**config.mk**
```make
export PLATFORM = sky130hd
export DESIGN_NAME = sram_test_top
export DESIGN_NICKNAME = d
export VERILOG_FILES = /design/src/rtl/sram_test_pkg.sv /design/src/rtl/sram_test_decode.sv /design/src/rtl/sram_ctrl.sv /design/src/rtl/sram_test_result.sv /design/src/rtl/sram_test_top.sv
export SDC_FILE = /design/constraint.sdc
export NUM_CORES = 1
export LEC_CHECK = 0
export BUFFER_PORTS_ARGS = -buffer_cell sky130_fd_sc_hd__buf_4
export CAP_MARGIN = 20
export CORE_ASPECT_RATIO = 2
export CORE_UTILIZATION = 25
export CTS_CLUSTER_SIZE = 14
export DETAILED_ROUTE_END_ITERATION = 7
export GPL_TIMING_DRIVEN = 1
export SYNTH_ARGS = -nofsm -noshare
export SYNTH_HDL_FRONTEND = slang
export SYNTH_SLANG_ARGS = --single-unit
```
**constraint.sdc**
```tcl
create_clock -name clk -period 5.8 [get_ports clk]
set_clock_uncertainty 0.05 [all_clocks]
set_input_delay 0.58 -clock clk [delete_from_list [all_inputs] [get_ports clk]]
set_output_delay 0.58 -clock clk [all_outputs]
set_load 0.02 [all_outputs]
```
**src/rtl/sram_test_pkg.sv**
```systemverilog
/*
  Shared types for the SRAM test device: data and address widths,
  the decode-to-controller request and the grouped chip output pins.
  Imported by every RTL module of the device.
*/

package sram_test_pkg;

  // host side
  typedef logic [31:0] word_t;
  typedef logic [20:0] byte_addr_t;   // bits 20..2 are the word index
  typedef logic [18:0] word_index_t;

  // chip side
  typedef logic [15:0] half_t;
  typedef logic [19:0] chip_addr_t;   // {word index, half select}

  // one word operation handed to the controller
  typedef struct packed {
    logic        write;
    word_index_t index;
    word_t       data;
  } sram_req_t;

  // everything the device drives toward the chip
  typedef struct packed {
    chip_addr_t addr;
    logic       ce_n;
    logic       oe_n;
    logic       we_n;
    half_t      dq_out;
    logic       dq_oe;   // external tristate enable for dq_out
  } chip_pins_t;

  // controller sequence, one state per 16-bit half
  typedef enum logic [1:0] {
    st_idle,
    st_low,
    st_high
  } ctrl_state_t;

endpackage

```
**src/rtl/sram_test_decode.sv**
```systemverilog
/*
  Host strobe decoder for the SRAM test device.
  Owns the byte-address register and turns data reads and writes
  into registered requests for the chip controller.
*/

module sram_test_decode
  import sram_test_pkg::*;
(
  input  logic       clk,
  input  logic       rst,
  input  logic       stb,
  input  logic       we,
  input  logic       addr,      // 1 selects the address register
  input  word_t      data_in,
  output logic       req_stb,
  output sram_req_t  req,
  output logic       reg_done,
  output logic       reg_sel,
  output byte_addr_t addr_reg
);

  logic wr_addr;
  logic data_op;
  logic sel_q;

  assign wr_addr = stb & we & addr;
  assign data_op = stb & ~addr;

  // register ops finish right away and result registers the ack
  assign reg_done = stb & addr;

  // current op while stb is up or else the last one seen
  assign reg_sel = stb ? addr : sel_q;

  always_ff @(posedge clk) begin
    if (rst) begin
      addr_reg <= '0;
      sel_q    <= 1'b0;
      req_stb  <= 1'b0;
    end else begin
      req_stb <= data_op;
      if (stb) begin
        sel_q <= addr;
      end
      if (wr_addr) begin
        addr_reg <= data_in[$bits(byte_addr_t)-1:0];
      end
    end
  end

  // request payload, only meaningful with req_stb
  always_ff @(posedge clk) begin
    if (data_op) begin
      req.write <= we;
      req.index <= addr_reg[20:2];  // word index, byte offset dropped
      req.data  <= data_in;
    end
  end

  // back-to-back strobe while the request is still being registered
  // later overlaps show up as a req_stb outside idle in the controller
  a_stb_spacing : assert property (
    @(posedge clk) disable iff (rst)
    data_op |=> !stb
  ) else $error("stb while a data operation is outstanding");

endmodule

```
**src/rtl/sram_ctrl.sv**
```systemverilog
/*
  Chip sequencer for the SRAM test device.
  Each word request becomes a low-half then a high-half chip access,
  each held for access_cycles clocks, with registered control pins.
*/

module sram_ctrl
  import sram_test_pkg::*;
#(
  parameter int access_cycles = 2
) (
  input  logic       clk,
  input  logic       rst,
  input  logic       req_stb,
  input  sram_req_t  req,
  input  half_t      dq_in,
  output chip_pins_t pins,
  output logic       half_stb,
  output logic       half_hi,
  output half_t      half_data,
  output logic       done
);

  localparam int cnt_w = (access_cycles > 1) ? $clog2(access_cycles) : 1;
  localparam logic [cnt_w-1:0] cnt_last = cnt_w'(access_cycles - 1);

  ctrl_state_t      state;
  ctrl_state_t      state_nx;
  logic [cnt_w-1:0] cnt;
  logic [cnt_w-1:0] cnt_nx;
  sram_req_t        op;
  sram_req_t        op_nx;
  logic             last;
  logic             active_nx;
  logic             last_nx;

  assign last = (cnt == cnt_last);

  // take the new request on the way out of idle
  assign op_nx = (state == st_idle && req_stb) ? req : op;

  always_comb begin
    state_nx = state;
    cnt_nx   = cnt;
    case (state)
      st_idle: begin
        if (req_stb) begin
          state_nx = st_low;
          cnt_nx   = '0;
        end
      end
      st_low: begin
        if (last) begin
          state_nx = st_high;
          cnt_nx   = '0;
        end else begin
          cnt_nx = cnt + 1'b1;
        end
      end
      st_high: begin
        if (last) begin
          state_nx = st_idle;
          cnt_nx   = '0;
        end else begin
          cnt_nx = cnt + 1'b1;
        end
      end
      default: begin
        state_nx = st_idle;
        cnt_nx   = '0;
      end
    endcase
  end

  assign active_nx = (state_nx != st_idle);
  assign last_nx   = (cnt_nx == cnt_last);

  always_ff @(posedge clk) begin
    if (rst) begin
      state <= st_idle;
      cnt   <= '0;
    end else begin
      state <= state_nx;
      cnt   <= cnt_nx;
    end
  end

  always_ff @(posedge clk) begin
    op <= op_nx;
  end

  // pins are computed one cycle ahead so they line up with the state
  always_ff @(posedge clk) begin
    pins.addr   <= {op_nx.index, state_nx == st_high};
    pins.dq_out <= (state_nx == st_high) ? op_nx.data[31:16] : op_nx.data[15:0];
    if (rst) begin
      pins.ce_n  <= 1'b1;
      pins.oe_n  <= 1'b1;
      pins.we_n  <= 1'b1;
      pins.dq_oe <= 1'b0;
    end else begin
      pins.ce_n  <= ~active_nx;
      pins.oe_n  <= ~(active_nx & ~op_nx.write);
      pins.we_n  <= ~(active_nx & op_nx.write & last_nx);  // strobe in last cycle only
      pins.dq_oe <= active_nx & op_nx.write;
    end
  end

  // read data is settled by the last cycle of a half
  assign half_stb  = (state != st_idle) && last && !op.write;
  assign half_hi   = (state == st_high);
  assign half_data = dq_in;
  assign done      = (state == st_high) && last;

  a_we_oe_excl : assert property (
    @(posedge clk) disable iff (rst)
    !(!pins.we_n && !pins.oe_n)
  ) else $error("we_n and oe_n low together");

  a_req_in_idle : assert property (
    @(posedge clk) disable iff (rst)
    req_stb |-> state == st_idle
  ) else $error("request while the controller is busy");

endmodule

```
**src/rtl/sram_test_result.sv**
```systemverilog
/*
  Reply path of the SRAM test device.
  Collects the two read halves into a word, then on completion latches
  the selected reply into data_out and pulses ack for one cycle.
*/

module sram_test_result
  import sram_test_pkg::*;
(
  input  logic       clk,
  input  logic       rst,
  input  logic       half_stb,
  input  logic       half_hi,
  input  half_t      half_data,
  input  logic       done,
  input  logic       reg_done,
  input  logic       reg_sel,
  input  byte_addr_t addr_reg,
  output logic       ack,
  output word_t      data_out
);

  word_t rd_word;
  word_t rd_next;

  // high half lands in the same cycle as done, so merge it here
  always_comb begin
    rd_next = rd_word;
    if (half_stb) begin
      if (half_hi) begin
        rd_next[31:16] = half_data;
      end else begin
        rd_next[15:0] = half_data;
      end
    end
  end

  always_ff @(posedge clk) begin
    rd_word <= rd_next;
    if (done || reg_done) begin
      data_out <= reg_sel ? word_t'(addr_reg) : rd_next;  // writes keep last read word
    end
  end

  always_ff @(posedge clk) begin
    if (rst) begin
      ack <= 1'b0;
    end else begin
      ack <= done | reg_done;
    end
  end

  a_done_excl : assert property (
    @(posedge clk) disable iff (rst)
    !(done && reg_done)
  ) else $error("data and register operations completed together");

endmodule

```
**src/rtl/sram_test_top.sv**
```systemverilog
/*
  SRAM test device, top level.
  Host strobe bus on one side, split-data asynchronous SRAM pins on the
  other; access_cycles sets the clocks spent on each 16-bit chip access.
*/

module sram_test_top
  import sram_test_pkg::*;
#(
  parameter int access_cycles = 2
) (
  input  logic       clk,
  input  logic       rst,
  // host bus
  input  logic       stb,
  input  logic       we,
  input  logic       addr,
  input  word_t      data_in,
  output word_t      data_out,
  output logic       ack,
  // chip
  output chip_addr_t sram_addr,
  output half_t      sram_dq_out,
  output logic       sram_dq_oe,
  input  half_t      sram_dq_in,
  output logic       sram_ce_n,
  output logic       sram_oe_n,
  output logic       sram_we_n
);

  logic       req_stb;
  sram_req_t  req;
  logic       reg_done;
  logic       reg_sel;
  byte_addr_t addr_reg;
  chip_pins_t pins;
  logic       half_stb;
  logic       half_hi;
  half_t      half_data;
  logic       done;

  sram_test_decode u_decode (
    .clk      (clk),
    .rst      (rst),
    .stb      (stb),
    .we       (we),
    .addr     (addr),
    .data_in  (data_in),
    .req_stb  (req_stb),
    .req      (req),
    .reg_done (reg_done),
    .reg_sel  (reg_sel),
    .addr_reg (addr_reg)
  );

  sram_ctrl #(
    .access_cycles (access_cycles)
  ) u_ctrl (
    .clk       (clk),
    .rst       (rst),
    .req_stb   (req_stb),
    .req       (req),
    .dq_in     (sram_dq_in),
    .pins      (pins),
    .half_stb  (half_stb),
    .half_hi   (half_hi),
    .half_data (half_data),
    .done      (done)
  );

  sram_test_result u_result (
    .clk       (clk),
    .rst       (rst),
    .half_stb  (half_stb),
    .half_hi   (half_hi),
    .half_data (half_data),
    .done      (done),
    .reg_done  (reg_done),
    .reg_sel   (reg_sel),
    .addr_reg  (addr_reg),
    .ack       (ack),
    .data_out  (data_out)
  );

  // chip pins out of the struct
  assign sram_addr   = pins.addr;
  assign sram_ce_n   = pins.ce_n;
  assign sram_oe_n   = pins.oe_n;
  assign sram_we_n   = pins.we_n;
  assign sram_dq_out = pins.dq_out;
  assign sram_dq_oe  = pins.dq_oe;

endmodule

```
==> summary.txt, run 1 <==
Status -> completed
PD cells -> 380.4 nW/um2
Final WS setup -> 2.756 ns
Yosys top cell area share -> 41.96%
Leak Pwr -> 0.003607 uW
Worst Setup Start Kind -> register
Synth top area cells -> edfxtp_1, dfxtp_1, mux2_2
Routability Congestion -> 0.7419
Total gr overflow -> 0
Int Power -> 2732 uW
Initial DRC count -> 134
IO Port Bufs -> 125
WL final -> 15780 um
# nets final -> 639
Share of cells above drive strength 1 -> 45.39%
Clock-pin slew on the worst setup and hold paths -> 0.06 ns
Mapped Cells -> 466
Mapped Avg Cell Area -> 15.82 um2
Die Area -> 30220 um2
Setup violators final -> 0
Critical Path AT -> 3.38 ns
Via density per instance -> 4.054
CP delay by family, top -> simple AND/OR/NAND/NOR gates
Unrepaired setup endpoints after global routing -> no
Synth-to-layout area growth -> 26.14%
WP buf/inv -> 1
DRT antenna net count -> 0
Worst hold slack -> 0.2003 ns
Global Route Usage Sum -> 10.54%
Largest registers -> u_ctrl.op x52, u_decode.req x52
Initial antenna violation count -> 1
Slew margin rel. -> 31.84%
Worst min-delay path class -> input port to register
Fin util -> 32.11%
Fmax -> 0.3285 GHz
Vias in the first global route -> 3907
Total clock sinks -> 216
Post-CTS Setup Repair Bufs -> 0
Post-synth EDFFs -> 103
Row cnt -> 88
Crit path required time -> 6.14 ns
CP Capture Type -> register
Vias post-DR -> 3884
Dominant cell type by area after synthesis -> edfxtp_1
Combinational Power Share -> 10.3%
Post-Syn Nets -> 523
Fillers -> 2851
Critical-path cell list -> inv_1 -> ha_1 -> nand2_2 -> a221o_1 -> nor2b_4 -> mux2_2
Unique masters post-synth -> 32
Crit-path slowest cell -> nand2_2
Tcrit/Tclk final -> 52.49%
DP HPWL -> 11070 um
Cts hold-fix bufs -> 0
Flops & latches, synth -> 216
Clock network power share -> 38.4%
Maximum root-to-sink buffer count -> 3
Final hold violation count -> 0
First-pass GRT wire length -> 23070 um
Number of I/O pins -> 126
Drt pass-1 iters -> 4
Core area -> 28960 um2
Die Span Y -> 244.8 um
H-tree depth -> 1
Switching share of total power -> 22.74%
Synth async-reset ratio -> 0%
Sum Neg Setup Slack -> 0 ns
Clock Tree Root -> clkbuf_16
Setup CP Type -> register to register
Worst path max stage delay -> 0.69 ns
Crit path max fanout -> 35
Drt wl/cell -> 16.47 um
Total CTS buffers -> 22
Worst-skew pair later-pin latency -> 0.50 ns
Initial Util -> 25.45%
DRC -> 0
Reg power frac -> 51.3%
Largest net degree at the start of global routing -> 44
Worst-Margin Slew -> 1.020 ns
Switching pwr -> 804.2 uW
Maxcap violations -> 0
Syn. warnings -> 0
Maximum VDD drop -> 0.2057 mV
CTS tree -> yes
Pins Over Slew Limit -> 0
Ys flop type -> dfxtp_1
Synth Cell Area -> 7371 um2
Final min period -> 3.044 ns
Setup slack after placement -> 2.717 ns
Post-synthesis sequential area ratio -> 72.65%
Post-CTS Resized -> 0
Die W -> 123.4 um
Overall power -> 3537 uW
cell type report:
type	instances	area [um2]	area share, %
Antenna cell	1	2.502	0.02691
Timing Repair Buffer	129	968.4	10.42
Clock inverter	5	45.04	0.4845
Multi-Input combinational cell	208	1810	19.47
Tap cell	360	450.4	4.845
Inverter	5	18.77	0.2019
Clock buffer	34	646.9	6.957
Sequential cell	216	5355	57.60
stage by stage:
step           cell area (um2)  std cells
3_3_place_gp              8603        918
2_1_floorplan             7371        466
4_1_cts                   9295        957
3_5_place_dp              8603        918
6_report                  9298        958
5_1_grt                   9295        957
kinds of logic (layout without fill, tap and decap cells):
family	count (synthesis)	in the layout	share of synthesized area, %
mux	104	104	16.31
fa+ha+maj	4	4	0.6790
flops	216	216	72.65
buf+inv	42	173	3.395
compound gates	26	26	2.037
simple gates	74	74	4.923
other cells	0	1	0
per-layer routing:
metal  global-route usage [%]  wire length (um)
met3                    1.859               703
met1                    11.41              6118
met4                    5.422               544
met2                    19.09              8415
met5                        0                 0
cells in the mapped netlist, drive strengths merged (4+ instances only):
library cell / number
dfxtp: 113
edfxtp: 103
mux2: 102
nand2: 44
buf: 28
a21oi: 21
and2: 11
clkbuf: 9
nor2b: 6
inv: 5
ha: 4
nor2: 4
final timing paths:
kind / slack (ns) / start / to / cells after the start
max: 2.76 / u_ctrl.state[1]$_SDFF_PP0_ / u_ctrl.pins[1]$_DFF_P_ / 6
min: 0.20 / data_in[24] / u_decode.req[24]$_DFFE_PP_ / 1
max reg2reg: 2.76 / u_ctrl.state[1]$_SDFF_PP0_ / u_ctrl.pins[1]$_DFF_P_ / 6
min reg2reg: 0.37 / u_decode.req[37]$_DFFE_PP_ / u_ctrl.op[37]$_DFFE_PN_ / 0
cell usage in the layout (no fill, tap or decap), types with 5 or more instances in the layout:
cell type,netlist,routed
a21oi_1,21,21
and2_1,11,11
buf_4,20,129
clkbuf_1,9,8
clkbuf_16,0,23
dfxtp_1,113,113
edfxtp_1,103,103
inv_1,5,5
mux2_2,93,93
mux2_4,9,9
nand2_1,43,43
power by group through the flow:
| stage | clock [uW] | sequential, uW | combinational (uW) |
|---|---|---|---|
| global placement | 0 | 1850 | 364 |
| detailed placement | 0 | 1850 | 370 |
| CTS | 1400 | 1820 | 371 |
| global route | 1460 | 1830 | 395 |
| floorplan | 0 | 1880 | 186 |
| finish | 1360 | 1810 | 365 |
No activity file was read; power rests on OpenSTA's default activity.
==> run 2: changes to the inputs <==
clock period = 3.15 ns   (was 5.8 ns; I/O delays follow)
==> summary.txt, run 2 (synthesis results as in run 1) <==
Vias in the first global route -> 4101
Largest net degree at the start of global routing -> 54
Int Power -> 4904 uW
Initial Util -> 25.45%
Via density per instance -> 4.015
Core area -> 28960 um2
Hold path depth -> 2
Tcrit/Tclk final -> 75.45%
Clock Tree Root -> clkbuf_16
Combinational Power Share -> 11.2%
Global Route Usage Sum -> 10.81%
Share of cells above drive strength 1 -> 42.68%
Reg2Reg Depth -> 7
Crit-path slowest cell -> a221o_1
DRT antenna net count -> 0
Maxcap violations -> 0
Final hold violation count -> 0
Cell count along the critical path -> 7
Clock-pin slew on the worst setup and hold paths -> 0.06 ns
Reg area -> 5355 um2
Sum Neg Setup Slack -> 0 ns
Synth-to-layout area growth -> 30.67%
CP Capture Type -> register
IO Port Bufs -> 125
H-tree depth -> 1
WL final -> 16040 um
Worst-skew pair later-pin latency -> 0.51 ns
Initial DRC count -> 130
Maximum VDD drop -> 0.3120 mV
Total gr overflow -> 0
Fillers -> 2809
Non-filler cells, final -> 996
Fmax -> 0.4208 GHz
Crit path max fanout -> 17
Worst Setup Start Kind -> register
Commonest non-fill, non-tap cell in the layout -> buf_4
Overall power -> 6365 uW
Unrepaired setup endpoints after global routing -> no
Slew margin rel. -> 38.79%
Cts hold-fix bufs -> 38
PD cells -> 660.9 nW/um2
Leak Pwr -> 0.003743 uW
Status -> completed
Critical Path AT -> 2.71 ns
Clock network power share -> 36.4%
Pins Over Slew Limit -> 0
Worst min-delay path class -> input port to register
Most frequent cells in the layout -> buf_4, dfxtp_1, edfxtp_1
Drt pass-1 iters -> 4
Drt wl/cell -> 16.10 um
Initial antenna violation count -> 1
Number of I/O pins -> 126
CP delay by family, top -> compound AO/OA/AOI/OAI gates
Setup CP Type -> register to register
Post-CTS Resized -> 0
CTS tree -> yes
Crit path required time -> 3.49 ns
Worst hold slack -> 0.02256 ns
Maximum root-to-sink buffer count -> 3
Final min period -> 2.377 ns
First-pass GRT wire length -> 24130 um
Switching pwr -> 1461 uW
Total CTS buffers -> 21
Fin util -> 33.26%
Die Span Y -> 244.8 um
DRC -> 0
Switching share of total power -> 22.95%
Routability Congestion -> 0.7353
Worst path max stage delay -> 0.46 ns
Reg power frac -> 52.4%
Die Area -> 30220 um2
Post-CTS Setup Repair Bufs -> 0
Setup violators final -> 0
Critical-path cell list -> inv_1 -> ha_1 -> nand2_2 -> a221o_1 -> nor2b_4 -> buf_4 -> mux2_4
Total clock sinks -> 216
# nets final -> 678
Worst-Margin Slew -> 0.9156 ns
Row cnt -> 88
WP buf/inv -> 2
Die W -> 123.4 um
Largest registers -> u_ctrl.op x52, u_decode.req x52
Area of the multi-input gates -> 1810 um2
DP HPWL -> 11380 um
Dpl cells -> 920
Vias post-DR -> 3999
## run 2: final timing paths
path	from	end	slack, ns
worst max register to register	u_ctrl.state[0]$_SDFF_PP0_	u_ctrl.pins[10]$_DFF_P_	0.77
worst min register to register	u_decode.req[32]$_DFFE_PP_	u_ctrl.op[32]$_DFFE_PN_	0.37
worst min-delay path	sram_dq_in[1]	u_result.rd_word[1]$_DFF_P_	0.02
worst max-delay path	u_ctrl.state[0]$_SDFF_PP0_	u_ctrl.pins[10]$_DFF_P_	0.77
## run 2: per-stage QoR
stage | worst slack [ns] | cell area (um2)
2_1_floorplan | 0.7476 | 7373
3_3_place_gp | 0.8090 | 8631
3_5_place_dp | 0.7732 | 8631
4_1_cts | 0.7694 | 9629
5_1_grt | 0.6583 | 9632
6_report | 0.7734 | 9632
## run 2: routing by layer
metal / vias up / wire length (um) / track usage (%)
met5: - / 0 / 0
li1: 1939 / - / -
met4: 0 / 527 / 5.103
met3: 29 / 761 / 2.045
met2: 95 / 8536 / 19.41
met1: 1936 / 6212 / 11.95
## run 2: area by class of cell
type	count	share of cell area [%]
sequential	216	55.60
multi-input combinational	208	18.80
timing repair buffer	169	14.29
clock buffer	30	5.911
tap	360	4.677
clock inverter	7	0.5066
inverter	5	0.1949
antenna	1	0.02598
## run 2: power groups by stage
| stage | clock (uW) | combinational, uW | sequential (uW) |
|---|---|---|---|
| floorplan | 0 | 342 | 3460 |
| global placement | 0 | 669 | 3400 |
| detailed placement | 0 | 683 | 3410 |
| CTS | 2400 | 725 | 3340 |
| global route | 2500 | 773 | 3370 |
| finish | 2320 | 712 | 3340 |
==> run 3: changes to the inputs <==
clock period = 2.1 ns   (was 3.15 ns; I/O delays follow)
==> summary.txt, run 3 (synthesis results as in run 1) <==
Number of I/O pins -> 126
Combinational Power Share -> 11.9%
Critical path origin -> u_ctrl.state[1]$_SDFF_PP0_
Global Route Usage Sum -> 10.96%
Maximum VDD drop -> 0.6053 mV
Crit path required time -> 2.30 ns
PD cells -> 944.8 nW/um2
Maximum root-to-sink buffer count -> 3
Hold_sp -> rst
Setup CP Type -> register to register
Crit-path slowest cell -> dfxtp_4
Clock-pin slew on the worst setup and hold paths -> 0.07 ns
Routability Congestion -> 0.7278
Slew margin rel. -> 76.21%
CP Capture Type -> register
ANT cells -> 0
Reg2Reg Launch Point -> u_ctrl.state[1]$_SDFF_PP0_
IO Port Bufs -> 125
Reg2Reg Depth -> 6
WP buf/inv -> 2
Via density per instance -> 4.062
Setup violators final -> 3
Crit path max fanout -> 16
Total clock sinks -> 216
Synth-to-layout area growth -> 37.50%
H-tree depth -> 1
Tcrit/Tclk final -> 100.5%
Unrepaired setup endpoints after global routing -> yes
Reg2Reg Setup Slack -> -0.01 ns
Critical-path cell list -> buf_6 -> ha_4 -> nor4b_4 -> buf_12 -> mux2_2 -> mux2_2
Sum Neg Setup Slack -> -0.01640 ns
Die Area -> 30220 um2
WHS Endpoint -> u_decode.req_stb$_SDFF_PP0_
Final min period -> 2.110 ns
Die W -> 123.4 um
Routed wl met3 -> 552 um
Setup slack after placement -> -0.04515 ns
Maxcap violations -> 0
Clock network power share -> 35.9%
DP HPWL -> 11090 um
Vias in the first global route -> 4323
Worst min-delay path class -> input port to register
Die Span Y -> 244.8 um
Initial antenna violation count -> 0
Status -> complete, but fails checks
Total gr overflow -> 0
Most frequent cells in the layout -> buf_4, dfxtp_1, edfxtp_1
Hold path depth -> 2
Non-filler cells, final -> 1023
Reg power frac -> 52.1%
Initial DRC count -> 131
# nets final -> 707
Most frequent CP cell -> mux2_2
Clock Tree Root -> clkbuf_16
Reg2reg end -> u_result.data_out[10]$_DFFE_PP_
Worst path max stage delay -> 0.36 ns
WL final -> 16470 um
Row cnt -> 88
Final hold violation count -> 0
Switching share of total power -> 22.46%
First-pass GRT wire length -> 24600 um
Critical Path AT -> 2.31 ns
Vias post-DR -> 4155
Worst-Margin Slew -> 0.3569 ns
Leak Pwr -> 0.003959 uW
Dpl cells -> 925
Wire length on met2 -> 9044 um
Share of cells above drive strength 1 -> 44.65%
CTS tree -> yes
Largest registers -> u_ctrl.op x52, u_decode.req x52
Drt wl/cell -> 16.10 um
Pins Over Slew Limit -> 0
Largest net degree at the start of global routing -> 48
Fmax -> 0.4738 GHz
DRC -> 0
Uppermost layer routed -> met4
Drt pass-1 iters -> 4
Total CTS buffers -> 20
CP delay by family, top -> multiplexers
M1 wire length -> 6280 um
Worst-skew pair later-pin latency -> 0.51 ns
Initial Util -> 25.45%
Switching pwr -> 2151 uW
Commonest non-fill, non-tap cell in the layout -> buf_4
Core area -> 28960 um2
DRT antenna net count -> 0
Worst Setup Start Kind -> register
Int Power -> 7424 uW
Violated checks -> negative setup slack
Overall power -> 9575 uW
Final WS setup -> -0.01041 ns
## run 3: cell type report
class / instances / area [um2]
Timing Repair Buffer: 199 / 1799
Fill cell: 2764 / 18820
Sequential cell: 216 / 5360
Multi-Input combinational cell: 208 / 1886
Clock inverter: 3 / 30.03
Tap cell: 360 / 450.4
Inverter: 5 / 23.77
Clock buffer: 32 / 585.6
## run 3: timing repair
item                                    CTS  global route
hold buffers                             49             0
endpoints found under the setup margin    5            40
pin swaps                                 2             4
setup buffers                             8             3
endpoints found under the hold margin    86             0
gates resized for setup                   4            19
gates cloned                              1             2
## run 3: through the flow
stage	util [%]	hold WS (ns)	area, um2
after floorplan	-	0.2589	7413
after global placement	30.29	0.3401	8771
after detailed placement	30.29	0.3398	8771
after CTS	34.48	0.04400	9983
after global routing	35.00	0.04958	10130
final	35.00	0.05881	10130
## run 3: worst max-delay path by stage
| stage | endpoint | slack, ns | depth (start not counted) |
|---|---|---|---|
| 4_1_cts | u_result.data_out[10]$_DFFE_PP_ | -0.006 | 7 |
| 3_3_place_gp | u_result.data_out[19]$_DFFE_PP_ | 0.01 | 6 |
| 6_report | u_result.data_out[10]$_DFFE_PP_ | -0.01 | 6 |
| 2_1_floorplan | u_result.data_out[11]$_DFFE_PP_ | -0.002 | 6 |
| 5_1_grt | u_result.data_out[11]$_DFFE_PP_ | -0.04 | 6 |
| 3_5_place_dp | u_result.data_out[19]$_DFFE_PP_ | -0.05 | 6 |
## run 3: worst reg2reg max path: cells and delay by family (launching register included)
family / cells / cell delay (ns)
adders and majority gates: 1 / 0.17
buffers and inverters: 2 / 0.32
DFF: 1 / 0.36
muxes: 2 / 0.64
and+or+nand+nor: 1 / 0.33
## run 3: metal layers
metal | vias to the layer above | global-route usage [%]
li1 | 2002 | -
met3 | 34 | 1.487
met5 | - | 0
met2 | 102 | 20.37
met1 | 2017 | 11.78
met4 | 0 | 5.351
## run 3: power by group through the flow
stage / clock, uW / combinational [uW] / sequential [uW]
6_report: 3440 / 1140 / 4990
5_1_grt: 3730 / 1240 / 5040
4_1_cts: 3570 / 1140 / 5000
3_5_place_dp: 0 / 1060 / 5090
3_3_place_gp: 0 / 1030 / 5080
2_1_floorplan: 0 / 518 / 5190
